### config.mk
export PLATFORM = sky130hd
export DESIGN_NAME = usys_top
export DESIGN_NICKNAME = d
export VERILOG_FILES = /design/src/logic/usys_pkg.sv /design/src/logic/usys_top.sv /design/src/logic/psum_collector.sv /design/src/logic/pe_row.sv /design/src/logic/pe_cell.sv /design/src/logic/unary_encoder.sv
export SDC_FILE = /design/constraint.sdc
export NUM_CORES = 1
export LEC_CHECK = 0
export BUFFER_PORTS_ARGS = -buffer_cell sky130_fd_sc_hd__buf_2
export CAP_MARGIN = 20
export CORE_ASPECT_RATIO = 1.5
export CORE_MARGIN = 4
export CORE_UTILIZATION = 45
export CTS_CLUSTER_DIAMETER = 150
export DETAILED_ROUTE_END_ITERATION = 16
export PLACE_DENSITY = 0.65
export SLEW_MARGIN = 0
export SYNTH_ARGS = -nofsm -noshare
export SYNTH_HDL_FRONTEND = slang
export SYNTH_SLANG_ARGS = --single-unit
export TNS_END_PERCENT = 10
### constraint.sdc
create_clock -name clk -period 3.4 [get_ports clk]
set_input_delay 0.17 -clock clk [delete_from_list [all_inputs] [get_ports clk]]
set_output_delay 0.17 -clock clk [all_outputs]
set_load 0.005 [all_outputs]
### src/logic/usys_pkg.sv
package usys_pkg;

    localparam int DATA_W   = 8;
    localparam int ACC_W    = 20;
    localparam int COLS_MAX = 8;

    typedef enum logic [1:0] {
        OP_NOP    = 2'd0,
        OP_LOAD_W = 2'd1,
        OP_MAC    = 2'd2,
        OP_DONE   = 2'd3
    } usys_op_e;

    typedef struct packed {
        logic              sign;
        logic [DATA_W-2:0] mag;
    } usys_weight_t;

    typedef struct packed {
        logic signed [DATA_W-1:0] value;
    } usys_act_t;

    typedef union packed {
        usys_weight_t weight;   // OP_LOAD_W view
        usys_act_t    act;      // OP_MAC view
    } usys_payload_u;

    typedef struct packed {
        usys_op_e      op;
        usys_payload_u payload;
    } usys_cmd_t;

    typedef struct packed {
        logic en_i;
        logic clr_i;
        logic en_w;
        logic en_o;
        logic mac_done;
    } usys_ctrl_t;

    typedef logic signed [COLS_MAX-1:0][ACC_W-1:0] usys_sum_vec_t;

    // Bit reverse of the stream counter gives a van der Corput random index
    function automatic logic [DATA_W-2:0] bit_rev(input logic [DATA_W-2:0] val);
        logic [DATA_W-2:0] rev;
        for (int i = 0; i < DATA_W - 1; i++) begin
            rev[i] = val[DATA_W-2-i];
        end
        return rev;
    endfunction

endpackage
### src/logic/usys_top.sv
module usys_top #(
    parameter int DATA_W = usys_pkg::DATA_W,
    parameter int ACC_W  = usys_pkg::ACC_W,
    parameter int COLS   = 4
) (
    input  logic                    clk,
    input  logic                    rst_n_i,
    input  logic                    cmd_valid_i,
    input  usys_pkg::usys_cmd_t     cmd_i,
    input  usys_pkg::usys_sum_vec_t bias_i,
    output logic                    busy_o,
    output usys_pkg::usys_sum_vec_t res_o,
    output logic                    res_valid_o
);

    usys_pkg::usys_ctrl_t    ctrl;
    logic                    act_sign;
    logic                    act_bit;
    logic [DATA_W-2:0]       rand_idx;
    usys_pkg::usys_weight_t  weight;
    usys_pkg::usys_sum_vec_t sum_vec;
    logic [COLS-1:0]         sum_valid_vec;

    unary_encoder #(
        .DATA_W (DATA_W),
        .COLS   (COLS)
    ) u_enc (
        .clk         (clk),
        .rst_n_i     (rst_n_i),
        .cmd_valid_i (cmd_valid_i),
        .cmd_i       (cmd_i),
        .ctrl_o      (ctrl),
        .act_sign_o  (act_sign),
        .act_bit_o   (act_bit),
        .rand_idx_o  (rand_idx),
        .weight_o    (weight),
        .busy_o      (busy_o)
    );

    pe_row #(
        .DATA_W (DATA_W),
        .ACC_W  (ACC_W),
        .COLS   (COLS)
    ) u_row (
        .clk             (clk),
        .rst_n_i         (rst_n_i),
        .ctrl_i          (ctrl),
        .act_sign_i      (act_sign),
        .act_bit_i       (act_bit),
        .rand_idx_i      (rand_idx),
        .weight_i        (weight),
        .bias_i          (bias_i),
        .sum_vec_o       (sum_vec),
        .sum_valid_vec_o (sum_valid_vec)
    );

    psum_collector #(
        .ACC_W (ACC_W),
        .COLS  (COLS)
    ) u_coll (
        .clk             (clk),
        .rst_n_i         (rst_n_i),
        .sum_vec_i       (sum_vec),
        .sum_valid_vec_i (sum_valid_vec),
        .res_o           (res_o),
        .res_valid_o     (res_valid_o)
    );

endmodule

### src/logic/psum_collector.sv
module psum_collector #(
    parameter int ACC_W = usys_pkg::ACC_W,
    parameter int COLS  = 4
) (
    input  logic                    clk,
    input  logic                    rst_n_i,
    input  usys_pkg::usys_sum_vec_t sum_vec_i,
    input  logic [COLS-1:0]         sum_valid_vec_i,
    output usys_pkg::usys_sum_vec_t res_o,
    output logic                    res_valid_o
);

    logic signed [ACC_W-1:0] cap_q [COLS];
    logic                    res_valid_q;

    // ~~~~~~~~~~~~~~~~~~~~~~~~~~~~~~~~~~~~~~~~~~~~~~~~~~~~~~~~~~~~~~~~~~~~~~
    // Per-column capture

    for (genvar j = 0; j < COLS; j++) begin : g_cap
        always_ff @(posedge clk or negedge rst_n_i) begin
            if (!rst_n_i) begin
                cap_q[j] <= '0;
            end else if (sum_valid_vec_i[j]) begin
                cap_q[j] <= sum_vec_i[j];
            end
        end
    end

    // Last column closes the skewed wave
    always_ff @(posedge clk or negedge rst_n_i) begin
        if (!rst_n_i) begin
            res_valid_q <= 1'b0;
        end else begin
            res_valid_q <= sum_valid_vec_i[COLS-1];
        end
    end

    always_comb begin
        res_o = '0;
        for (int j = 0; j < COLS; j++) begin
            res_o[j] = cap_q[j];
        end
    end

    assign res_valid_o = res_valid_q;

    // ~~~~~~~~~~~~~~~~~~~~~~~~~~~~~~~~~~~~~~~~~~~~~~~~~~~~~~~~~~~~~~~~~~~~~~
    // Strobe ordering across the row

    for (genvar j = 1; j < COLS; j++) begin : g_order
        a_next_col: assert property (@(posedge clk) disable iff (!rst_n_i)
            sum_valid_vec_i[j-1] |=> sum_valid_vec_i[j]);

        a_prev_col: assert property (@(posedge clk) disable iff (!rst_n_i)
            sum_valid_vec_i[j] |-> $past(sum_valid_vec_i[j-1]));
    end

endmodule

### src/logic/pe_row.sv
module pe_row #(
    parameter int DATA_W = usys_pkg::DATA_W,
    parameter int ACC_W  = usys_pkg::ACC_W,
    parameter int COLS   = 4
) (
    input  logic                    clk,
    input  logic                    rst_n_i,
    input  usys_pkg::usys_ctrl_t    ctrl_i,
    input  logic                    act_sign_i,
    input  logic                    act_bit_i,
    input  logic [DATA_W-2:0]       rand_idx_i,
    input  usys_pkg::usys_weight_t  weight_i,
    input  usys_pkg::usys_sum_vec_t bias_i,
    output usys_pkg::usys_sum_vec_t sum_vec_o,
    output logic [COLS-1:0]         sum_valid_vec_o
);

    usys_pkg::usys_ctrl_t   ctrl_link     [COLS+1];
    logic                   act_sign_link [COLS+1];
    logic                   act_bit_link  [COLS+1];
    logic [DATA_W-2:0]      rand_link     [COLS+1];
    usys_pkg::usys_weight_t weight_link   [COLS+1];
    logic signed [ACC_W-1:0] sum_col      [COLS];

    assign ctrl_link[0]     = ctrl_i;
    assign act_sign_link[0] = act_sign_i;
    assign act_bit_link[0]  = act_bit_i;
    assign rand_link[0]     = rand_idx_i;
    assign weight_link[0]   = weight_i;

    for (genvar j = 0; j < COLS; j++) begin : g_col
        usys_pkg::usys_ctrl_t ctrl_in;

        always_comb begin
            ctrl_in      = ctrl_link[j];
            ctrl_in.en_w = ctrl_i.en_w;               // Broadcast so all weights shift
        end

        pe_cell #(
            .DATA_W (DATA_W),
            .ACC_W  (ACC_W)
        ) u_cell (
            .clk         (clk),
            .rst_n_i     (rst_n_i),
            .ctrl_i      (ctrl_in),
            .act_sign_i  (act_sign_link[j]),
            .act_bit_i   (act_bit_link[j]),
            .rand_idx_i  (rand_link[j]),
            .weight_i    (weight_link[j]),
            .sum_i       (bias_i[j]),
            .ctrl_o      (ctrl_link[j+1]),
            .act_sign_o  (act_sign_link[j+1]),
            .act_bit_o   (act_bit_link[j+1]),
            .rand_idx_o  (rand_link[j+1]),
            .weight_o    (weight_link[j+1]),
            .sum_o       (sum_col[j]),
            .sum_valid_o (sum_valid_vec_o[j])
        );
    end

    always_comb begin
        sum_vec_o = '0;                               // Unused columns read zero
        for (int j = 0; j < COLS; j++) begin
            sum_vec_o[j] = sum_col[j];
        end
    end

endmodule

### src/logic/pe_cell.sv
module pe_cell #(
    parameter int DATA_W = usys_pkg::DATA_W,
    parameter int ACC_W  = usys_pkg::ACC_W
) (
    input  logic                    clk,
    input  logic                    rst_n_i,
    input  usys_pkg::usys_ctrl_t    ctrl_i,
    input  logic                    act_sign_i,
    input  logic                    act_bit_i,
    input  logic [DATA_W-2:0]       rand_idx_i,
    input  usys_pkg::usys_weight_t  weight_i,
    input  logic signed [ACC_W-1:0] sum_i,
    output usys_pkg::usys_ctrl_t    ctrl_o,
    output logic                    act_sign_o,
    output logic                    act_bit_o,
    output logic [DATA_W-2:0]       rand_idx_o,
    output usys_pkg::usys_weight_t  weight_o,
    output logic signed [ACC_W-1:0] sum_o,
    output logic                    sum_valid_o
);

    usys_pkg::usys_ctrl_t   ctrl_q;
    logic                   act_sign_q;
    logic                   act_bit_q;
    logic [DATA_W-2:0]      rand_q;
    usys_pkg::usys_weight_t weight_q;
    logic signed [ACC_W-1:0] acc_q;
    logic signed [ACC_W:0]  acc_wide;
    logic signed [ACC_W:0]  acc_step;
    logic                   prod;
    logic                   neg;
    logic signed [ACC_W-1:0] sum_q;
    logic                   sum_valid_q;

    // ~~~~~~~~~~~~~~~~~~~~~~~~~~~~~~~~~~~~~~~~~~~~~~~~~~~~~~~~~~~~~~~~~~~~~~
    // Input bit and weight registers

    // The last stream slot never fires since its index is all ones
    always_ff @(posedge clk or negedge rst_n_i) begin
        if (!rst_n_i) begin
            act_sign_q <= 1'b0;
            act_bit_q  <= 1'b0;
        end else if (ctrl_i.clr_i) begin
            act_sign_q <= 1'b0;
            act_bit_q  <= 1'b0;
        end else if (ctrl_i.en_i) begin
            act_sign_q <= act_sign_i;
            act_bit_q  <= act_bit_i;
        end
    end

    always_ff @(posedge clk or negedge rst_n_i) begin
        if (!rst_n_i) begin
            weight_q <= '0;
        end else if (ctrl_i.en_w) begin
            weight_q <= weight_i;                     // Shift from left neighbour
        end
    end

    always_ff @(posedge clk) begin
        rand_q <= rand_idx_i;                         // Aligned with act_bit_q
    end

    // ~~~~~~~~~~~~~~~~~~~~~~~~~~~~~~~~~~~~~~~~~~~~~~~~~~~~~~~~~~~~~~~~~~~~~~
    // Unary multiply and signed count

    assign prod     = act_bit_q && (rand_q < weight_q.mag);
    assign neg      = act_sign_q ^ weight_q.sign;
    assign acc_wide = {acc_q[ACC_W-1], acc_q};
    assign acc_step = neg ? acc_wide - (ACC_W + 1)'(1) : acc_wide + (ACC_W + 1)'(1);

    always_ff @(posedge clk or negedge rst_n_i) begin
        if (!rst_n_i) begin
            acc_q <= '0;
        end else if (ctrl_i.mac_done) begin
            acc_q <= '0;
        end else if (ctrl_q.en_o && prod) begin
            acc_q <= acc_step[ACC_W-1:0];
        end
    end

    always_ff @(posedge clk or negedge rst_n_i) begin
        if (!rst_n_i) begin
            sum_q       <= '0;
            sum_valid_q <= 1'b0;
        end else begin
            sum_valid_q <= ctrl_i.mac_done;
            if (ctrl_i.mac_done) begin
                sum_q <= sum_i + acc_q;               // Bias plus count
            end
        end
    end

    always_ff @(posedge clk or negedge rst_n_i) begin
        if (!rst_n_i) begin
            ctrl_q <= '0;
        end else begin
            ctrl_q <= ctrl_i;
        end
    end

    assign ctrl_o      = ctrl_q;
    assign act_sign_o  = act_sign_q;
    assign act_bit_o   = act_bit_q;
    assign rand_idx_o  = rand_q;
    assign weight_o    = weight_q;
    assign sum_o       = sum_q;
    assign sum_valid_o = sum_valid_q;

    a_acc_range: assert property (@(posedge clk) disable iff (!rst_n_i)
        (ctrl_q.en_o && prod) |-> (acc_step[ACC_W] == acc_step[ACC_W-1]));

endmodule

### src/logic/unary_encoder.sv
module unary_encoder #(
    parameter int DATA_W = usys_pkg::DATA_W,
    parameter int COLS   = 4
) (
    input  logic                   clk,
    input  logic                   rst_n_i,
    input  logic                   cmd_valid_i,
    input  usys_pkg::usys_cmd_t    cmd_i,
    output usys_pkg::usys_ctrl_t   ctrl_o,
    output logic                   act_sign_o,
    output logic                   act_bit_o,
    output logic [DATA_W-2:0]      rand_idx_o,
    output usys_pkg::usys_weight_t weight_o,
    output logic                   busy_o
);

    localparam int STREAM_LEN = 1 << (DATA_W - 1);
    localparam int BUSY_LEN   = STREAM_LEN + COLS;   // Stream plus row drain
    localparam int CNT_W      = $clog2(BUSY_LEN + 1);

    logic                     busy_q;
    logic [CNT_W-1:0]         cnt_q;
    logic [DATA_W-1:0]        mag_q;
    logic                     sign_q;
    logic                     en_w_q;
    logic                     done_q;
    usys_pkg::usys_weight_t   weight_q;
    logic                     start;
    logic                     stream;
    logic [DATA_W-2:0]        t_idx;
    logic signed [DATA_W-1:0] act_val;
    logic [DATA_W-1:0]        act_mag;

    // ~~~~~~~~~~~~~~~~~~~~~~~~~~~~~~~~~~~~~~~~~~~~~~~~~~~~~~~~~~~~~~~~~~~~~~
    // Command decode

    assign start   = cmd_valid_i && (cmd_i.op == usys_pkg::OP_MAC) && !busy_q;
    assign act_val = cmd_i.payload.act.value;
    assign act_mag = act_val[DATA_W-1] ? DATA_W'(-act_val) : DATA_W'(act_val); // -128 gives 128

    always_ff @(posedge clk or negedge rst_n_i) begin
        if (!rst_n_i) begin
            busy_q <= 1'b0;
            cnt_q  <= '0;
            en_w_q <= 1'b0;
            done_q <= 1'b0;
        end else begin
            en_w_q <= cmd_valid_i && (cmd_i.op == usys_pkg::OP_LOAD_W);
            done_q <= cmd_valid_i && (cmd_i.op == usys_pkg::OP_DONE);
            if (start) begin
                busy_q <= 1'b1;
                cnt_q  <= '0;
            end else if (busy_q) begin
                if (cnt_q == CNT_W'(BUSY_LEN - 1)) begin
                    busy_q <= 1'b0;                   // Drain finished
                end
                cnt_q <= cnt_q + 1'b1;
            end
        end
    end

    always_ff @(posedge clk) begin
        if (start) begin
            mag_q  <= act_mag;
            sign_q <= act_val[DATA_W-1];
        end
        if (cmd_valid_i && (cmd_i.op == usys_pkg::OP_LOAD_W)) begin
            weight_q <= cmd_i.payload.weight;
        end
    end

    // ~~~~~~~~~~~~~~~~~~~~~~~~~~~~~~~~~~~~~~~~~~~~~~~~~~~~~~~~~~~~~~~~~~~~~~
    // Temporal code and random index

    assign stream = busy_q && (cnt_q < CNT_W'(STREAM_LEN));
    assign t_idx  = cnt_q[DATA_W-2:0];

    always_comb begin
        ctrl_o          = '0;
        ctrl_o.en_i     = stream;
        ctrl_o.clr_i    = stream && (cnt_q == CNT_W'(STREAM_LEN - 1));
        ctrl_o.en_w     = en_w_q;
        ctrl_o.en_o     = stream;
        ctrl_o.mac_done = done_q;
    end

    assign act_sign_o = sign_q;
    assign act_bit_o  = stream && ({1'b0, t_idx} < mag_q);   // Ones first, then zeros
    assign rand_idx_o = usys_pkg::bit_rev(t_idx);
    assign weight_o   = weight_q;
    assign busy_o     = busy_q;

    a_no_cmd_busy: assert property (@(posedge clk) disable iff (!rst_n_i)
        cmd_valid_i |-> !busy_q);

    a_clr_done: assert property (@(posedge clk) disable iff (!rst_n_i)
        !(ctrl_o.clr_i && ctrl_o.mac_done));

endmodule

After elaboration in Yosys (flattened, before gate mapping)
Index checks and enable logic that the tools add are counted.
Widths: inputs -> output; s select.

word-level totals
  input port bits = 173
  logic and storage cells = 141
  bits in registers = 348
  output and inout bits = 162

operators by class
  equal/unequal tests = 5
  multiplexer cells = 34
  add/subtract/negate cells = 14
  reductions and logical operators = 25
  magnitude comparators = 6
  bitwise logic cells = 4

operators by type and width
  kind                   number
  $mux 20                12
  $add 20x2->20 const B  4
  $add 20x20->20         4
  $sub 20x2->20 const B  4
  $lt 7x7->1             4
  $mux 1                 19
  $reduce_bool 2->1      9
  $mux 8                 2
  $logic_and 1x1->1      15
  $add 8x1->8 const B    1
  $eq 8x7->1 const B     1
  $eq 8x8->1 const B     1
  $lt 7x8->1             1
  $lt 8x8->1 const B     1
  $neg 8->8              1
  $mux 7                 1
  $eq 2x2->1 const B     2
  $xor 1x1->1            4
  $eq 2x1->1 const B     1
  $logic_not 1->1        1

Depth between registers and ports, before layout
Gate-level depths: netlist of the first run.

  depth in word-level cells = 5
  gate-level depth with buffers = 11
  gate-level depth less buffers = 11

Hierarchy
A second synthesis of the first run with hierarchy kept.

unflattened totals
  cells, all modules = 2286
  area total of the unflattened synthesis = 22798.1 sq um

by module, submodules not included
  module                            sequential area each (sq um)  area an instance (sq um)  instances  cells each
  pe_cell at u_row.g_col[0].u_cell  1516.5                        4489.3                    1          492
  pe_cell at u_row.g_col[2].u_cell  1516.5                        4386.7                    1          474
  pe_cell at u_row.g_col[1].u_cell  1516.5                        4230.3                    1          453
  pe_cell at u_row.g_col[3].u_cell  1516.5                        4055.1                    1          417
  psum_collector                    2026.9                        3622.2                    1          250
  unary_encoder                     785.8                         1410.1                    1          119
  pe_row                            0.0                           604.3                     1          81

Worst setup path before layout of the first run
OpenSTA, ideal clock, no wires.

  kind = flip-flop to flip-flop
  start = reg u_row.g_col[3].u_cell.weight_q (netlist bit u_row.g_col[3].u_cell.weight_o[7])
  end = reg u_row.g_col[3].u_cell.acc_q[12]
  data required time = 3284 ps
  path buffers = 0
  stages on the path, launching flop included = 11
  slack = -119 ps
  data arrival time = 3403 ps
  library setup time = 116 ps
  period minus slack after synthesis = 3519 ps
  cell sequence = dfrtp_1 > xor2_1 > inv_1 > fa_1 > o21ai_1 > a31oi_1 > o311ai_2 > a21o_1 > a21oi_1 > or4b_1 > o311ai_0

between the ends
  cells in the longest elaborated chain, start to end = 4

ends and longest elaborated chain
  element                   RTL line       RTL
  start: declaration        pe_cell.sv:26  usys_pkg::usys_weight_t weight_q;
  start signal: assignment  pe_cell.sv:56  weight_q <= weight_i;
  $xor 1x1->1               pe_cell.sv:68  assign neg = act_sign_q ^ weight_q.sign;
  $mux 20                   pe_cell.sv:70  assign acc_step = neg ? acc_wide - (ACC_W + 1)'(1) : acc_wide + (ACC_W + 1)'(1);
  $mux 20                   pe_cell.sv:77  end else if (ctrl_q.en_o && prod) begin
  $mux 20                   pe_cell.sv:75  end else if (ctrl_i.mac_done) begin
  end signal: assignment    pe_cell.sv:78  acc_q <= acc_step[ACC_W-1:0];
  end: declaration          pe_cell.sv:27  logic signed [ACC_W-1:0] acc_q;

Every way passes these cells. The select of a mux whose other input is x is not followed.
A chain may end at the register's enable or synchronous reset.

Worst setup path in the final report of the first run
  start = reg u_row.g_col[3].u_cell.acc_q[0]
  end = reg u_row.g_col[3].u_cell.sum_q[14]

between the ends
  cells in the longest elaborated chain, start to end = 1

ends and longest elaborated chain
  element                 RTL line       RTL
  $add 20x20->20          pe_cell.sv:89  sum_q <= sum_i + acc_q;
  end signal: assignment  pe_cell.sv:89
  end: declaration        pe_cell.sv:32  logic signed [ACC_W-1:0] sum_q;

Every way passes these cells.

==> metrics.log, run 1 <==
INFO  metric synth_top_cell_area_share = 0.360
INFO  metric grt_antenna_before_repair = 2
INFO  metric postRouteWirelength = 47,800 um
INFO  metric startpoint_type = register
INFO  metric grt_use_total = 0.185
INFO  metric number_of_warnings_printed_during_yosys_synthesis = 0
INFO  metric final.fill_count = 4,163
INFO  metric setup_tns = 0 ps
INFO  metric cts_max_level = 2
INFO  metric placeableCoreArea = roughly 46,000 um^2
INFO  metric crit-reg2reg-launch = u_row.g_col[3].u_cell.acc_q[0]
INFO  metric multi_input_area = 11,600 um^2
INFO  metric unrepaired_setup_endpoints_after_global_routing = true
INFO  metric finalClockSkew = roughly 18 ps
INFO  metric met2RoutedLength = 26,000 um
INFO  metric dr_total_vias = 15,524
INFO  metric final.min_clock_period = 3230 ps
INFO  metric clkTransAtPathRegs = 60 ps
INFO  metric placement_rows = 96
INFO  metric most_frequently_used_flop_master_after_synthesis = sky130_fd_sc_hd__dfrtp_1
INFO  metric detailedRoute.firstIterationViolations = between 600 and 700
INFO  metric clk-insertion-delay-late = 540 ps
INFO  metric layout-drive-gt1-share = 0.200
INFO  metric grt_first_pass_wirelength = 77,900 um
INFO  metric power.ir.vdd_worst = 0.605 mV
INFO  metric highest_count_cells_in_the_layout_ignoring_fill_and_taps = sky130_fd_sc_hd__dfrtp_1, sky130_fd_sc_hd__ha_1, sky130_fd_sc_hd__buf_2
INFO  metric cts.path.max_buffers = 3
INFO  metric holdCritStartpoint = cmd_i[9]
INFO  metric ys_seq_area_frac = 0.411
INFO  metric outcome = complete, no violations
INFO  metric syn_avg_cell_area = 10.3 um^2
INFO  metric min_period_over_period = 0.949
INFO  metric stdcell_count = about 2,900
INFO  metric die-height = roughly 270 um
INFO  metric power.density_cell_area = 964 nW/um^2
INFO  metric areaGrowthSynthToFinish = 13.6%
INFO  metric final_antenna_net_count = 0
INFO  metric die-area = 50,400 um^2
INFO  metric post_drt_wl_per_cell = roughly 17 um
INFO  metric synth.area.top_cells = sky130_fd_sc_hd__dfrtp_1, sky130_fd_sc_hd__ha_1, sky130_fd_sc_hd__mux2_2
INFO  metric worst_hold_path_type = in -> reg
INFO  metric floorplan.die.width = 185 um
INFO  metric dr.max_layer_used = met5
INFO  metric drtPass1Iterations = 5
INFO  metric pin_slew_with_the_least_headroom_to_its_limit = a little under 1000 ps
INFO  metric synth.lib_cells_used.distinct = 77
INFO  metric dpl.hpwl = ~36,000 um
INFO  metric setup_viol = 0
INFO  metric start_util = 0.458
INFO  metric hold_violations_final = 0
INFO  metric endpoint_kind = register
INFO  metric clockRootBuffer = sky130_fd_sc_hd__clkbuf_16
INFO  metric antenna_cells_inserted = 0
INFO  metric critPathArrivalTime = 3630 ps
INFO  metric routed_via_density = 5.43
INFO  metric drc_violation_count_after_routing = 0
INFO  metric critical_path_class = reg -> reg
INFO  metric synth_cells = approximately 2,000
INFO  metric layout_commonest_cell = sky130_fd_sc_hd__dfrtp_1
INFO  metric first_global_vias = 15,919
INFO  metric number_of_enable_type_register_cells_in_the_synthesized_netlist = 17
INFO  metric drv.max_cap_violation_count = 0
INFO  metric worst_r2r_path_depth = 12
INFO  metric worst_slew_margin_rel = 0.350
INFO  metric leakagePower = 11.3 nW
INFO  metric cp_max_fo = 3
INFO  metric cts_inserted_buffers = 38
INFO  metric ff_latch_area = approximately 8700 um^2
INFO  metric port-buffer-count = 174
INFO  metric io-pin-count = 335
INFO  metric clock_sinks = 348
INFO  metric critPathRequiredTime = 3800 ps
INFO  metric netlist_area = roughly 21,000 um^2
INFO  metric grt_max_degree = 116
INFO  metric grt.overflow.total = 0
INFO  metric postSynth.asyncResetShare = 0.871
INFO  metric tritoncts = built
INFO  metric cell_type_with_the_highest_aggregate_area_in_the_netlist = sky130_fd_sc_hd__dfrtp_1
INFO  metric holdPathStages = 2
INFO  metric worstSetupStartpoint = u_row.g_col[3].u_cell.acc_q[0]
INFO  metric wl_met1 = 18,400 um
INFO  metric fin_nets = 2,609
INFO  metric preCtsSetupSlack = around 120 ps
INFO  metric finalWeightedCongestion = 0.907
INFO  metric dpl.cell_count = 2,774
INFO  metric detailroute.wirelength.met3 = between 2000 and 2500 um
INFO  metric worst_slack = 173 ps
INFO  metric number_of_pins_exceeding_their_max_slew_limit_in_the_final_report = 0
INFO  metric fmaxAchievable = 0.310 GHz
INFO  metric flip_flop_and_latch_count_after_synthesis = 348
state kept, by name (all words and copies together) (netlist names):
register,count
u_coll.res_o,80
u_row.g_col.u_cell.acc_q,80
u_row.g_col.u_cell.sum_o,80
u_row.g_col.u_cell.weight_o,32
u_row.g_col.u_cell.rand_idx_o,28
u_row.g_col.u_cell.ctrl_o,10
u_enc.cnt_q,8
u_enc.mag_q,8
u_enc.weight_o,8
u_row.g_col.u_cell.act_bit_o,4
u_row.g_col.u_cell.act_sign_o,4
u_coll.res_valid_o,1
u_enc.act_sign_o,1
u_enc.busy_o,1
u_enc.done_q,1
u_enc.en_w_q,1
u_row.g_col.u_cell.sum_valid_o,1
worst max-delay path, cell delays in order, from the launching register on:
cell,delay [ps]
sky130_fd_sc_hd__dfrtp_1,390
sky130_fd_sc_hd__ha_1,230
sky130_fd_sc_hd__fa_1,440
sky130_fd_sc_hd__a21oi_1,200
sky130_fd_sc_hd__o21ai_0,220
sky130_fd_sc_hd__a2111oi_1,520
sky130_fd_sc_hd__buf_4,190
sky130_fd_sc_hd__o221ai_1,160
sky130_fd_sc_hd__nor3_1,290
sky130_fd_sc_hd__buf_4,180
sky130_fd_sc_hd__nor2_1,40
sky130_fd_sc_hd__xnor2_1,150
sky130_fd_sc_hd__a21oi_1,80
kinds of logic (layout without fill, tap and decap cells):
| kind of cell | Yosys count | in the layout | share of synthesized area |
|---|---|---|---|
| other | 1 | 80 | 0.000178 |
| adders and majority gates | 196 | 196 | 0.119 |
| xor gates and xnor gates | 152 | 152 | 0.0632 |
| muxes | 211 | 211 | 0.109 |
| DFF | 348 | 348 | 0.411 |
| and+or+nand+nor | 421 | 421 | 0.0921 |
| AOI/OAI and AO/OA | 488 | 488 | 0.150 |
| buffers and inverters | 226 | 373 | 0.0550 |
cell usage after synthesis (6+ instances only):
library cell,instances
sky130_fd_sc_hd__buf_1,9
sky130_fd_sc_hd__mux2_2,156
sky130_fd_sc_hd__nor3_1,16
sky130_fd_sc_hd__nand2_1,122
sky130_fd_sc_hd__a21oi_1,156
sky130_fd_sc_hd__a21boi_0,6
sky130_fd_sc_hd__o21ai_1,7
sky130_fd_sc_hd__xor2_1,50
sky130_fd_sc_hd__a211oi_1,22
sky130_fd_sc_hd__and2_1,6
sky130_fd_sc_hd__nor2_1,148
sky130_fd_sc_hd__mux2i_1,55
sky130_fd_sc_hd__edfxtp_1,17
sky130_fd_sc_hd__o21bai_1,14
sky130_fd_sc_hd__nand3_1,39
sky130_fd_sc_hd__inv_1,83
sky130_fd_sc_hd__dfxtp_1,28
sky130_fd_sc_hd__fa_1,8
sky130_fd_sc_hd__and3_1,13
sky130_fd_sc_hd__a221oi_1,7
sky130_fd_sc_hd__a31oi_1,17
sky130_fd_sc_hd__ha_1,188
sky130_fd_sc_hd__a21o_1,78
sky130_fd_sc_hd__xnor2_1,102
sky130_fd_sc_hd__clkbuf_1,48
sky130_fd_sc_hd__nand2b_1,22
sky130_fd_sc_hd__and4_1,6
sky130_fd_sc_hd__nor2b_1,6
sky130_fd_sc_hd__nand3b_1,7
sky130_fd_sc_hd__nand4_1,13
sky130_fd_sc_hd__o31ai_1,8
sky130_fd_sc_hd__o21ai_0,93
sky130_fd_sc_hd__o21a_1,8
sky130_fd_sc_hd__o211ai_1,7
sky130_fd_sc_hd__buf_4,81
sky130_fd_sc_hd__dfrtp_1,303
sky130_fd_sc_hd__a211o_1,7
worst paths after layout:
kind                                                       endpoint  slack, ps
worst min-delay path                                   u_enc.en_w_q         30
min in group asynchronous                              u_enc.en_w_q        350
worst min register to register  u_row.g_col[3].u_cell.rand_idx_o[0]        350
max in group asynchronous                          u_coll.res_o[42]       2170
worst max register to register      u_row.g_col[3].u_cell.sum_o[14]        170
worst max-delay path                u_row.g_col[3].u_cell.sum_o[14]        170
per-layer routing:
layer,GRT usage,vias to the layer above
li1,-,7540
met1,0.208,7524
met2,0.354,359
met3,0.0282,97
met4,0.0549,4
met5,0,-
metrics by stage:
stage / utilization / hold slack [ps] / cell area [um^2] / power (mW)
2_1_floorplan: - / -126 / 21400 / 15.8
3_3_place_gp: 0.490 / 329 / 22500 / 18.5
3_5_place_dp: 0.490 / 333 / 22500 / 19.0
4_1_cts: 0.520 / 11.9 / 23900 / 23.3
5_1_grt: 0.521 / 41.5 / 23900 / 25.0
6_report: 0.521 / 26.0 / 23900 / 23.1
cell type report:
cell class	instances	area share
clock buffers	57	0.0474
clock inverters	12	0.00533
inverters	83	0.0130
multi-input cells	1548	0.486
flip-flops and latches	348	0.361
well taps	588	0.0307
repair buffers	221	0.0556
report_power, final:
group	switching [mW]	leakage (nW)	internal, mW
Sequential	1.10	4.03	5.70
Combinational	6.38	6.67	5.75
Clock	1.69	0.607	2.47
timing repair:
item	in CTS	in global routing
gates resized for setup	0	3
setup buffers	0	0
hold buffers	14	0
endpoints found under the hold margin	128	0
setup endpoints to repair	0	5
Note: power is estimated with default switching activity, not from simulation.
==> inputs of run 2 (changes only) <==
Settings changed: PLACE_DENSITY 0.65 to 0.63.
Clock period 3.4 ns to 3.75 ns, I/O delays scaled along.
==> metrics.log, run 2 (synthesis results as in run 1) <==
INFO  metric die-height = 273 um (unchanged)
INFO  metric highest_count_cells_in_the_layout_ignoring_fill_and_taps = sky130_fd_sc_hd__dfrtp_1, sky130_fd_sc_hd__ha_1, sky130_fd_sc_hd__buf_2
INFO  metric finalWeightedCongestion = 0.879 (-3.2%)
INFO  metric power.density_cell_area = 870 nW/um^2 (-9.8%)
INFO  metric power.ir.vdd_worst = 0.468 mV (-23%)
INFO  metric clk-insertion-delay-late = 530 ps (about the same)
INFO  metric critPathArrivalTime = 3730 ps (+100 ps)
INFO  metric stdcell_count = 2,841 (-0.56%)
INFO  metric final.fill_count = 4,106 (-1.4%)
INFO  metric total_power = 20.7 mW (-10%)
INFO  metric timing.hold.ws = 53.2 ps (+27.1 ps)
INFO  metric cts_inserted_buffers = 36 (-5.3%)
INFO  metric min_period_over_period = 0.886 (-0.0632)
INFO  metric dpl.cell_count = 2,762 (-0.43%)
INFO  metric layout-drive-gt1-share = 0.198 (-0.00213)
INFO  metric startpoint_type = register
INFO  metric grt_use_total = 0.181 (-0.00325)
INFO  metric grt.overflow.total = 0 (unchanged)
INFO  metric pin_slew_with_the_least_headroom_to_its_limit = 1020 ps (+46.6 ps)
INFO  metric worst_path_max_delay_cell = sky130_fd_sc_hd__xor2_2
INFO  metric start_util = 0.458 (unchanged)
INFO  metric cts_resized = 0 (unchanged)
INFO  metric endpoint_kind = register
INFO  metric postRouteWirelength = 46,700 um (-2.2%)
INFO  metric antenna_cells_inserted = 0 (unchanged)
INFO  metric placeableCoreArea = 46,000 um^2 (unchanged)
INFO  metric max_stage_delay = 500 ps (-20 ps)
INFO  metric setup_tns = 0 ps (unchanged)
INFO  metric final_antenna_net_count = 0 (unchanged)
INFO  metric critPathRequiredTime = 4160 ps (+360 ps)
INFO  metric hold_violations_final = 0 (unchanged)
INFO  metric tritoncts = built
INFO  metric final.min_clock_period = 3320 ps (+95.0 ps)
INFO  metric leakagePower = 11.2 nW (-0.59%)
INFO  metric drv.max_cap_violation_count = 0 (unchanged)
INFO  metric cts_max_level = 2 (unchanged)
INFO  metric areaGrowthSynthToFinish = 12.9%
INFO  metric clkTransAtPathRegs = 60 ps (about the same)
INFO  metric sequence_of_cells_on_the_critical_path = xor2_2, buf_4, buf_4, ha_1, a21o_1, a21oi_1, a31oi_1, a21o_1, a221oi_2, xnor2_1, a21oi_1, a31o_2
INFO  metric design_area = 23,800 um^2 (-0.65%)
INFO  metric drc_violation_count_after_routing = 0 (unchanged)
INFO  metric worst_slew_margin_rel = 0.319 (-0.0311)
INFO  metric cts.path.max_buffers = 3 (unchanged)
INFO  metric cts_hold_buf = 12 (-2)
INFO  metric routed_via_density = 5.42 (-0.32%)
INFO  metric outcome = complete, no violations
INFO  metric grt_antenna_before_repair = 0 (-2)
INFO  metric layout_commonest_cell = sky130_fd_sc_hd__dfrtp_1
INFO  metric port-buffer-count = 174 (unchanged)
INFO  metric postPlaceCellArea = 22,400 um^2 (-0.57%)
INFO  metric critical_path_class = reg -> reg
INFO  metric timing.critical_path.max_delay_family = compound AO/OA/AOI/OAI gates
INFO  metric dr_total_vias = 15,388 (-0.88%)
INFO  metric fmaxAchievable = 0.301 GHz (-2.9%)
INFO  metric grt_first_pass_wirelength = 77,000 um (-1.1%)
INFO  metric cp_max_fo = 11 (+8)
INFO  metric post_drt_wl_per_cell = 16.4 um (-1.6%)
INFO  metric post_cts_setup_buffer_count = 0 (unchanged)
INFO  metric fin_nets = 2,594 (-0.57%)
INFO  metric setup_viol = 0 (unchanged)
INFO  metric grt_max_degree = 112 (-3.4%)
INFO  metric die-area = 50,400 um^2 (unchanged)
INFO  metric unrepaired_setup_endpoints_after_global_routing = false
INFO  metric finalClockSkew = 15.6 ps (-1.97 ps)
INFO  metric first_global_vias = 16,024 (+0.66%)
INFO  metric drtPass1Iterations = 5 (unchanged)
INFO  metric worst_hold_path_type = in -> reg
INFO  metric dpl.hpwl = 35,500 um (-1.6%)
INFO  metric io-pin-count = 335 (unchanged)
INFO  metric critical_path.n_buffers_inverters = 2 (unchanged)
INFO  metric clockRootBuffer = sky130_fd_sc_hd__clkbuf_16
INFO  metric floorplan.die.width = 185 um (unchanged)
INFO  metric detailedRoute.firstIterationViolations = 593 (-14%)
INFO  metric placement_rows = 96 (unchanged)
INFO  metric number_of_pins_exceeding_their_max_slew_limit_in_the_final_report = 0 (unchanged)
INFO  metric clock_sinks = 348 (unchanged)
## run 2: changes by cell type in the layout (fill, tap and decap cells not counted), moves of 2 or more
cell / before / now
sky130_fd_sc_hd__buf_12: 5 / 3
sky130_fd_sc_hd__buf_4: 28 / 19
sky130_fd_sc_hd__clkbuf_1: 11 / 4
sky130_fd_sc_hd__clkbuf_16: 41 / 38
sky130_fd_sc_hd__clkbuf_8: 5 / 8
sky130_fd_sc_hd__clkinv_2: 4 / 6
sky130_fd_sc_hd__dlygate4sd3_1: 14 / 12
## run 2: layout make-up
cell class,count,area [um^2],share of cell area
Multi-Input combinational cell,1548,11600,0.489
Sequential cell,348,8660,0.364
Timing Repair Buffer,208,1200,0.0506
Clock buffer,50,1080,0.0452
Tap cell,588,736,0.0309
Inverter,83,312,0.0131
Clock inverter,16,178,0.00747
## run 2: stage by stage
step / worst slack (ps) / util
final: 428 / 0.517
after global routing: 131 / 0.517
after CTS: 390 / 0.517
after detailed placement: 401 / 0.487
after global placement: 449 / 0.487
after floorplan: 231 / -
## run 2: final timing paths
kind,startpoint,endpoint,slack [ps],depth (start not counted)
max,u_row.g_col[1].u_cell.weight_o[7],u_row.g_col[1].u_cell.acc_q[19],430,12
min,cmd_i[9],u_enc.en_w_q,50,2
max reg2reg,u_row.g_col[1].u_cell.weight_o[7],u_row.g_col[1].u_cell.acc_q[19],430,12
min reg2reg,u_row.g_col[0].u_cell.rand_idx_o[0],u_row.g_col[1].u_cell.rand_idx_o[0],350,0
max in group asynchronous,rst_n_i,u_coll.res_o[33],2450,3
min in group asynchronous,rst_n_i,u_row.g_col[0].u_cell.weight_o[2],300,2
## run 2: power by group
group / total, mW / internal, mW / leakage, nW / switching, mW
clock: 3.74 / 2.23 / 0.614 / 1.51
sequential: 6.16 / 5.17 / 4.03 / 0.989
combinational: 10.8 / 5.11 / 6.60 / 5.68
total: 20.7 / 12.5 / 11.2 / 8.19
## run 2: per-layer routing
metal,track usage,share of wire
met1,0.206,0.40
met3,0.0232,0.032
met2,0.349,0.54
met4,0.0564,0.027
met5,0,0
==> inputs of run 3 (changes only) <==
Settings changed: CAP_MARGIN 20 to default, CORE_UTILIZATION 45 to 50, PLACE_DENSITY 0.63 to 0.69.
==> metrics.log, run 3 (synthesis results as in run 1) <==
INFO  metric outcome = complete, no violations
INFO  metric layout_commonest_cell = sky130_fd_sc_hd__dfrtp_1
INFO  metric final.min_clock_period = 3390 ps (+67.0 ps)
INFO  metric hold_violations_final = 0 (unchanged)
INFO  metric cts_max_level = 2 (unchanged)
INFO  metric post_drt_wl_per_cell = 16.3 um (-0.64%)
INFO  metric highest_count_cells_in_the_layout_ignoring_fill_and_taps = sky130_fd_sc_hd__dfrtp_1, sky130_fd_sc_hd__ha_1, sky130_fd_sc_hd__buf_2
INFO  metric design_area = 23,700 um^2 (-0.23%)
INFO  metric postRouteWirelength = 45,900 um (-1.7%)
INFO  metric worst_path_max_delay_cell = sky130_fd_sc_hd__xor2_2
INFO  metric worst_slack = 361 ps (-67.0 ps)
INFO  metric startpoint_type = register
INFO  metric number_of_pins_exceeding_their_max_slew_limit_in_the_final_report = 0 (unchanged)
INFO  metric clock_sinks = 348 (unchanged)
INFO  metric power.ir.vdd_worst = 0.561 mV (+20%)
INFO  metric critPathMostFrequentCell = sky130_fd_sc_hd__o21ai_0
INFO  metric cts_inserted_buffers = 37 (+2.8%)
INFO  metric io-pin-count = 335 (unchanged)
INFO  metric postPlaceCellArea = 22,400 um^2 (-0.17%)
INFO  metric leakagePower = 11.2 nW (about the same)
INFO  metric placeableCoreArea = 41,400 um^2 (-9.9%)
INFO  metric finalClockSkew = 15.6 ps (-0.0260 ps)
INFO  metric placement_rows = 91 (-5.2%)
INFO  metric endpoint_kind = register
INFO  metric power.density_cell_area = 876 nW/um^2 (+0.68%)
INFO  metric tritoncts = built
INFO  metric final_core_utilization = 0.573 (+0.0556)
INFO  metric critPathRequiredTime = 4150 ps (about the same)
INFO  metric areaGrowthSynthToFinish = 12.6%
INFO  metric grt_max_degree = 101 (-9.8%)
INFO  metric final_antenna_net_count = 0 (unchanged)
INFO  metric setup_tns = 0 ps (unchanged)
INFO  metric timing.critical_path.max_delay_family = compound AO/OA/AOI/OAI gates
INFO  metric critPathArrivalTime = 3780 ps (+50 ps)
INFO  metric fin_nets = 2,593 (-0.039%)
INFO  metric detailedRoute.firstIterationViolations = 705 (+19%)
INFO  metric start_util = 0.508 (+0.0504)
INFO  metric dr_total_vias = 15,423 (+0.23%)
INFO  metric finalWeightedCongestion = 0.893 (+1.7%)
INFO  metric drv.max_cap_violation_count = 0 (unchanged)
INFO  metric unrepaired_setup_endpoints_after_global_routing = false
INFO  metric critical_path_class = reg -> reg
INFO  metric cp_max_fo = 10 (-1)
INFO  metric max_stage_delay = 510 ps (about the same)
INFO  metric worst_slew_margin_rel = 0.338 (+0.0193)
INFO  metric floorplan.die.width = 176 um (-4.9%)
INFO  metric worst_hold_path_type = in -> reg
INFO  metric grt_antenna_before_repair = 1 (+1)
INFO  metric min_period_over_period = 0.904 (+0.0179)
INFO  metric drtPass1Iterations = 6 (+1)
INFO  metric cts.path.max_buffers = 3 (unchanged)
INFO  metric drc_violation_count_after_routing = 0 (unchanged)
INFO  metric clkTransAtPathRegs = 60 ps (about the same)
INFO  metric layout-drive-gt1-share = 0.194 (-0.00382)
INFO  metric fmaxAchievable = 0.295 GHz (-2.0%)
INFO  metric routed_via_density = 5.49 (+1.3%)
INFO  metric preCtsSetupSlack = 394 ps (-6.87 ps)
INFO  metric clockRootBuffer = sky130_fd_sc_hd__clkbuf_16
INFO  metric grt_first_pass_wirelength = 77,100 um (about the same)
INFO  metric pin_slew_with_the_least_headroom_to_its_limit = 993 ps (-28.9 ps)
INFO  metric setup_viol = 0 (unchanged)
INFO  metric first_global_vias = 16,034 (+0.062%)
INFO  metric grt_use_total = 0.199 (+0.0176)
INFO  metric grt.overflow.total = 0 (unchanged)
INFO  metric sequence_of_cells_on_the_critical_path = xor2_2, inv_1, fa_1, o21ai_0, a311oi_1, o21ai_0, and3_1, nor4b_1, mux2i_1, nand2_1
INFO  metric dpl.hpwl = 34,600 um (-2.4%)
INFO  metric clk-insertion-delay-late = 530 ps (about the same)
INFO  metric port-buffer-count = 174 (unchanged)
INFO  metric critical_path.n_buffers_inverters = 1 (-1)
INFO  metric die-area = 45,600 um^2 (-9.6%)
INFO  metric die-height = 259 um (-5.0%)
-- run 3: worst paths after layout --
path / from / to / slack (ps) / cells past startpoint
hold reg to reg: u_row.g_col[2].u_cell.rand_idx_o[0] / u_row.g_col[3].u_cell.rand_idx_o[0] / 350 / 0
max in group asynchronous: rst_n_i / u_row.g_col[0].u_cell.ctrl_o[0] / 2610 / 3
hold / removal: bias_i[60] / u_row.g_col[3].u_cell.sum_o[0] / 40 / 3
min in group asynchronous: rst_n_i / u_row.g_col[0].u_cell.weight_o[1] / 190 / 2
setup reg to reg: u_row.g_col[0].u_cell.weight_o[7] / u_row.g_col[0].u_cell.acc_q[18] / 360 / 10
setup / recovery: u_row.g_col[0].u_cell.weight_o[7] / u_row.g_col[0].u_cell.acc_q[18] / 360 / 10
-- run 3: stage by stage --
stage / total power, mW / hold WS (ps) / cells
after floorplan: 14.3 / -108 / 2122
after global placement: 16.6 / 170 / 2732
after detailed placement: 17.0 / 167 / 2732
after CTS: 20.9 / 20.2 / 2809
after global routing: 22.5 / 41.8 / 2810
final: 20.8 / 40.9 / 2810
-- run 3: worst register-to-register path, stage by stage, from the launching register on --
cell and delay (ps):
sky130_fd_sc_hd__dfrtp_1 420, sky130_fd_sc_hd__xor2_2 510, sky130_fd_sc_hd__inv_1 230, sky130_fd_sc_hd__fa_1 490, sky130_fd_sc_hd__o21ai_0 410, sky130_fd_sc_hd__a311oi_1 250, sky130_fd_sc_hd__o21ai_0 390, sky130_fd_sc_hd__and3_1 250
sky130_fd_sc_hd__nor4b_1 60, sky130_fd_sc_hd__mux2i_1 160, sky130_fd_sc_hd__nand2_1 80
-- run 3: timing repair --
action                                 in CTS  in global routing
hold buffers                               11                  0
gates resized for setup                     0                  0
endpoints found under the hold margin      72                  0
setup buffers                               0                  0
-- run 3: power by group --
part	internal [mW]	switching, mW	total, mW	leakage (nW)
sequential	5.17	0.983	6.15	4.03
combinational	5.11	5.71	10.8	6.58
clock	2.33	1.49	3.82	0.616
total	12.6	8.18	20.8	11.2
-- run 3: layout make-up --
class | count | area (um^2)
fill | 3648 | 17700
multi-input combinational | 1548 | 11600
sequential | 348 | 8660
timing repair buffer | 206 | 1170
clock buffer | 52 | 1060
tap | 558 | 698
inverter | 83 | 312
clock inverter | 14 | 199
antenna | 1 | 2.50
-- run 3: layer usage --
metal | routed length, um | up-vias | track usage
li1 | - | 7519 | -
met4 | 1230 | 0 | 0.0620
met2 | 24900 | 294 | 0.380
met1 | 18200 | 7537 | 0.230
met5 | 0 | - | 0
met3 | 1590 | 73 | 0.0246
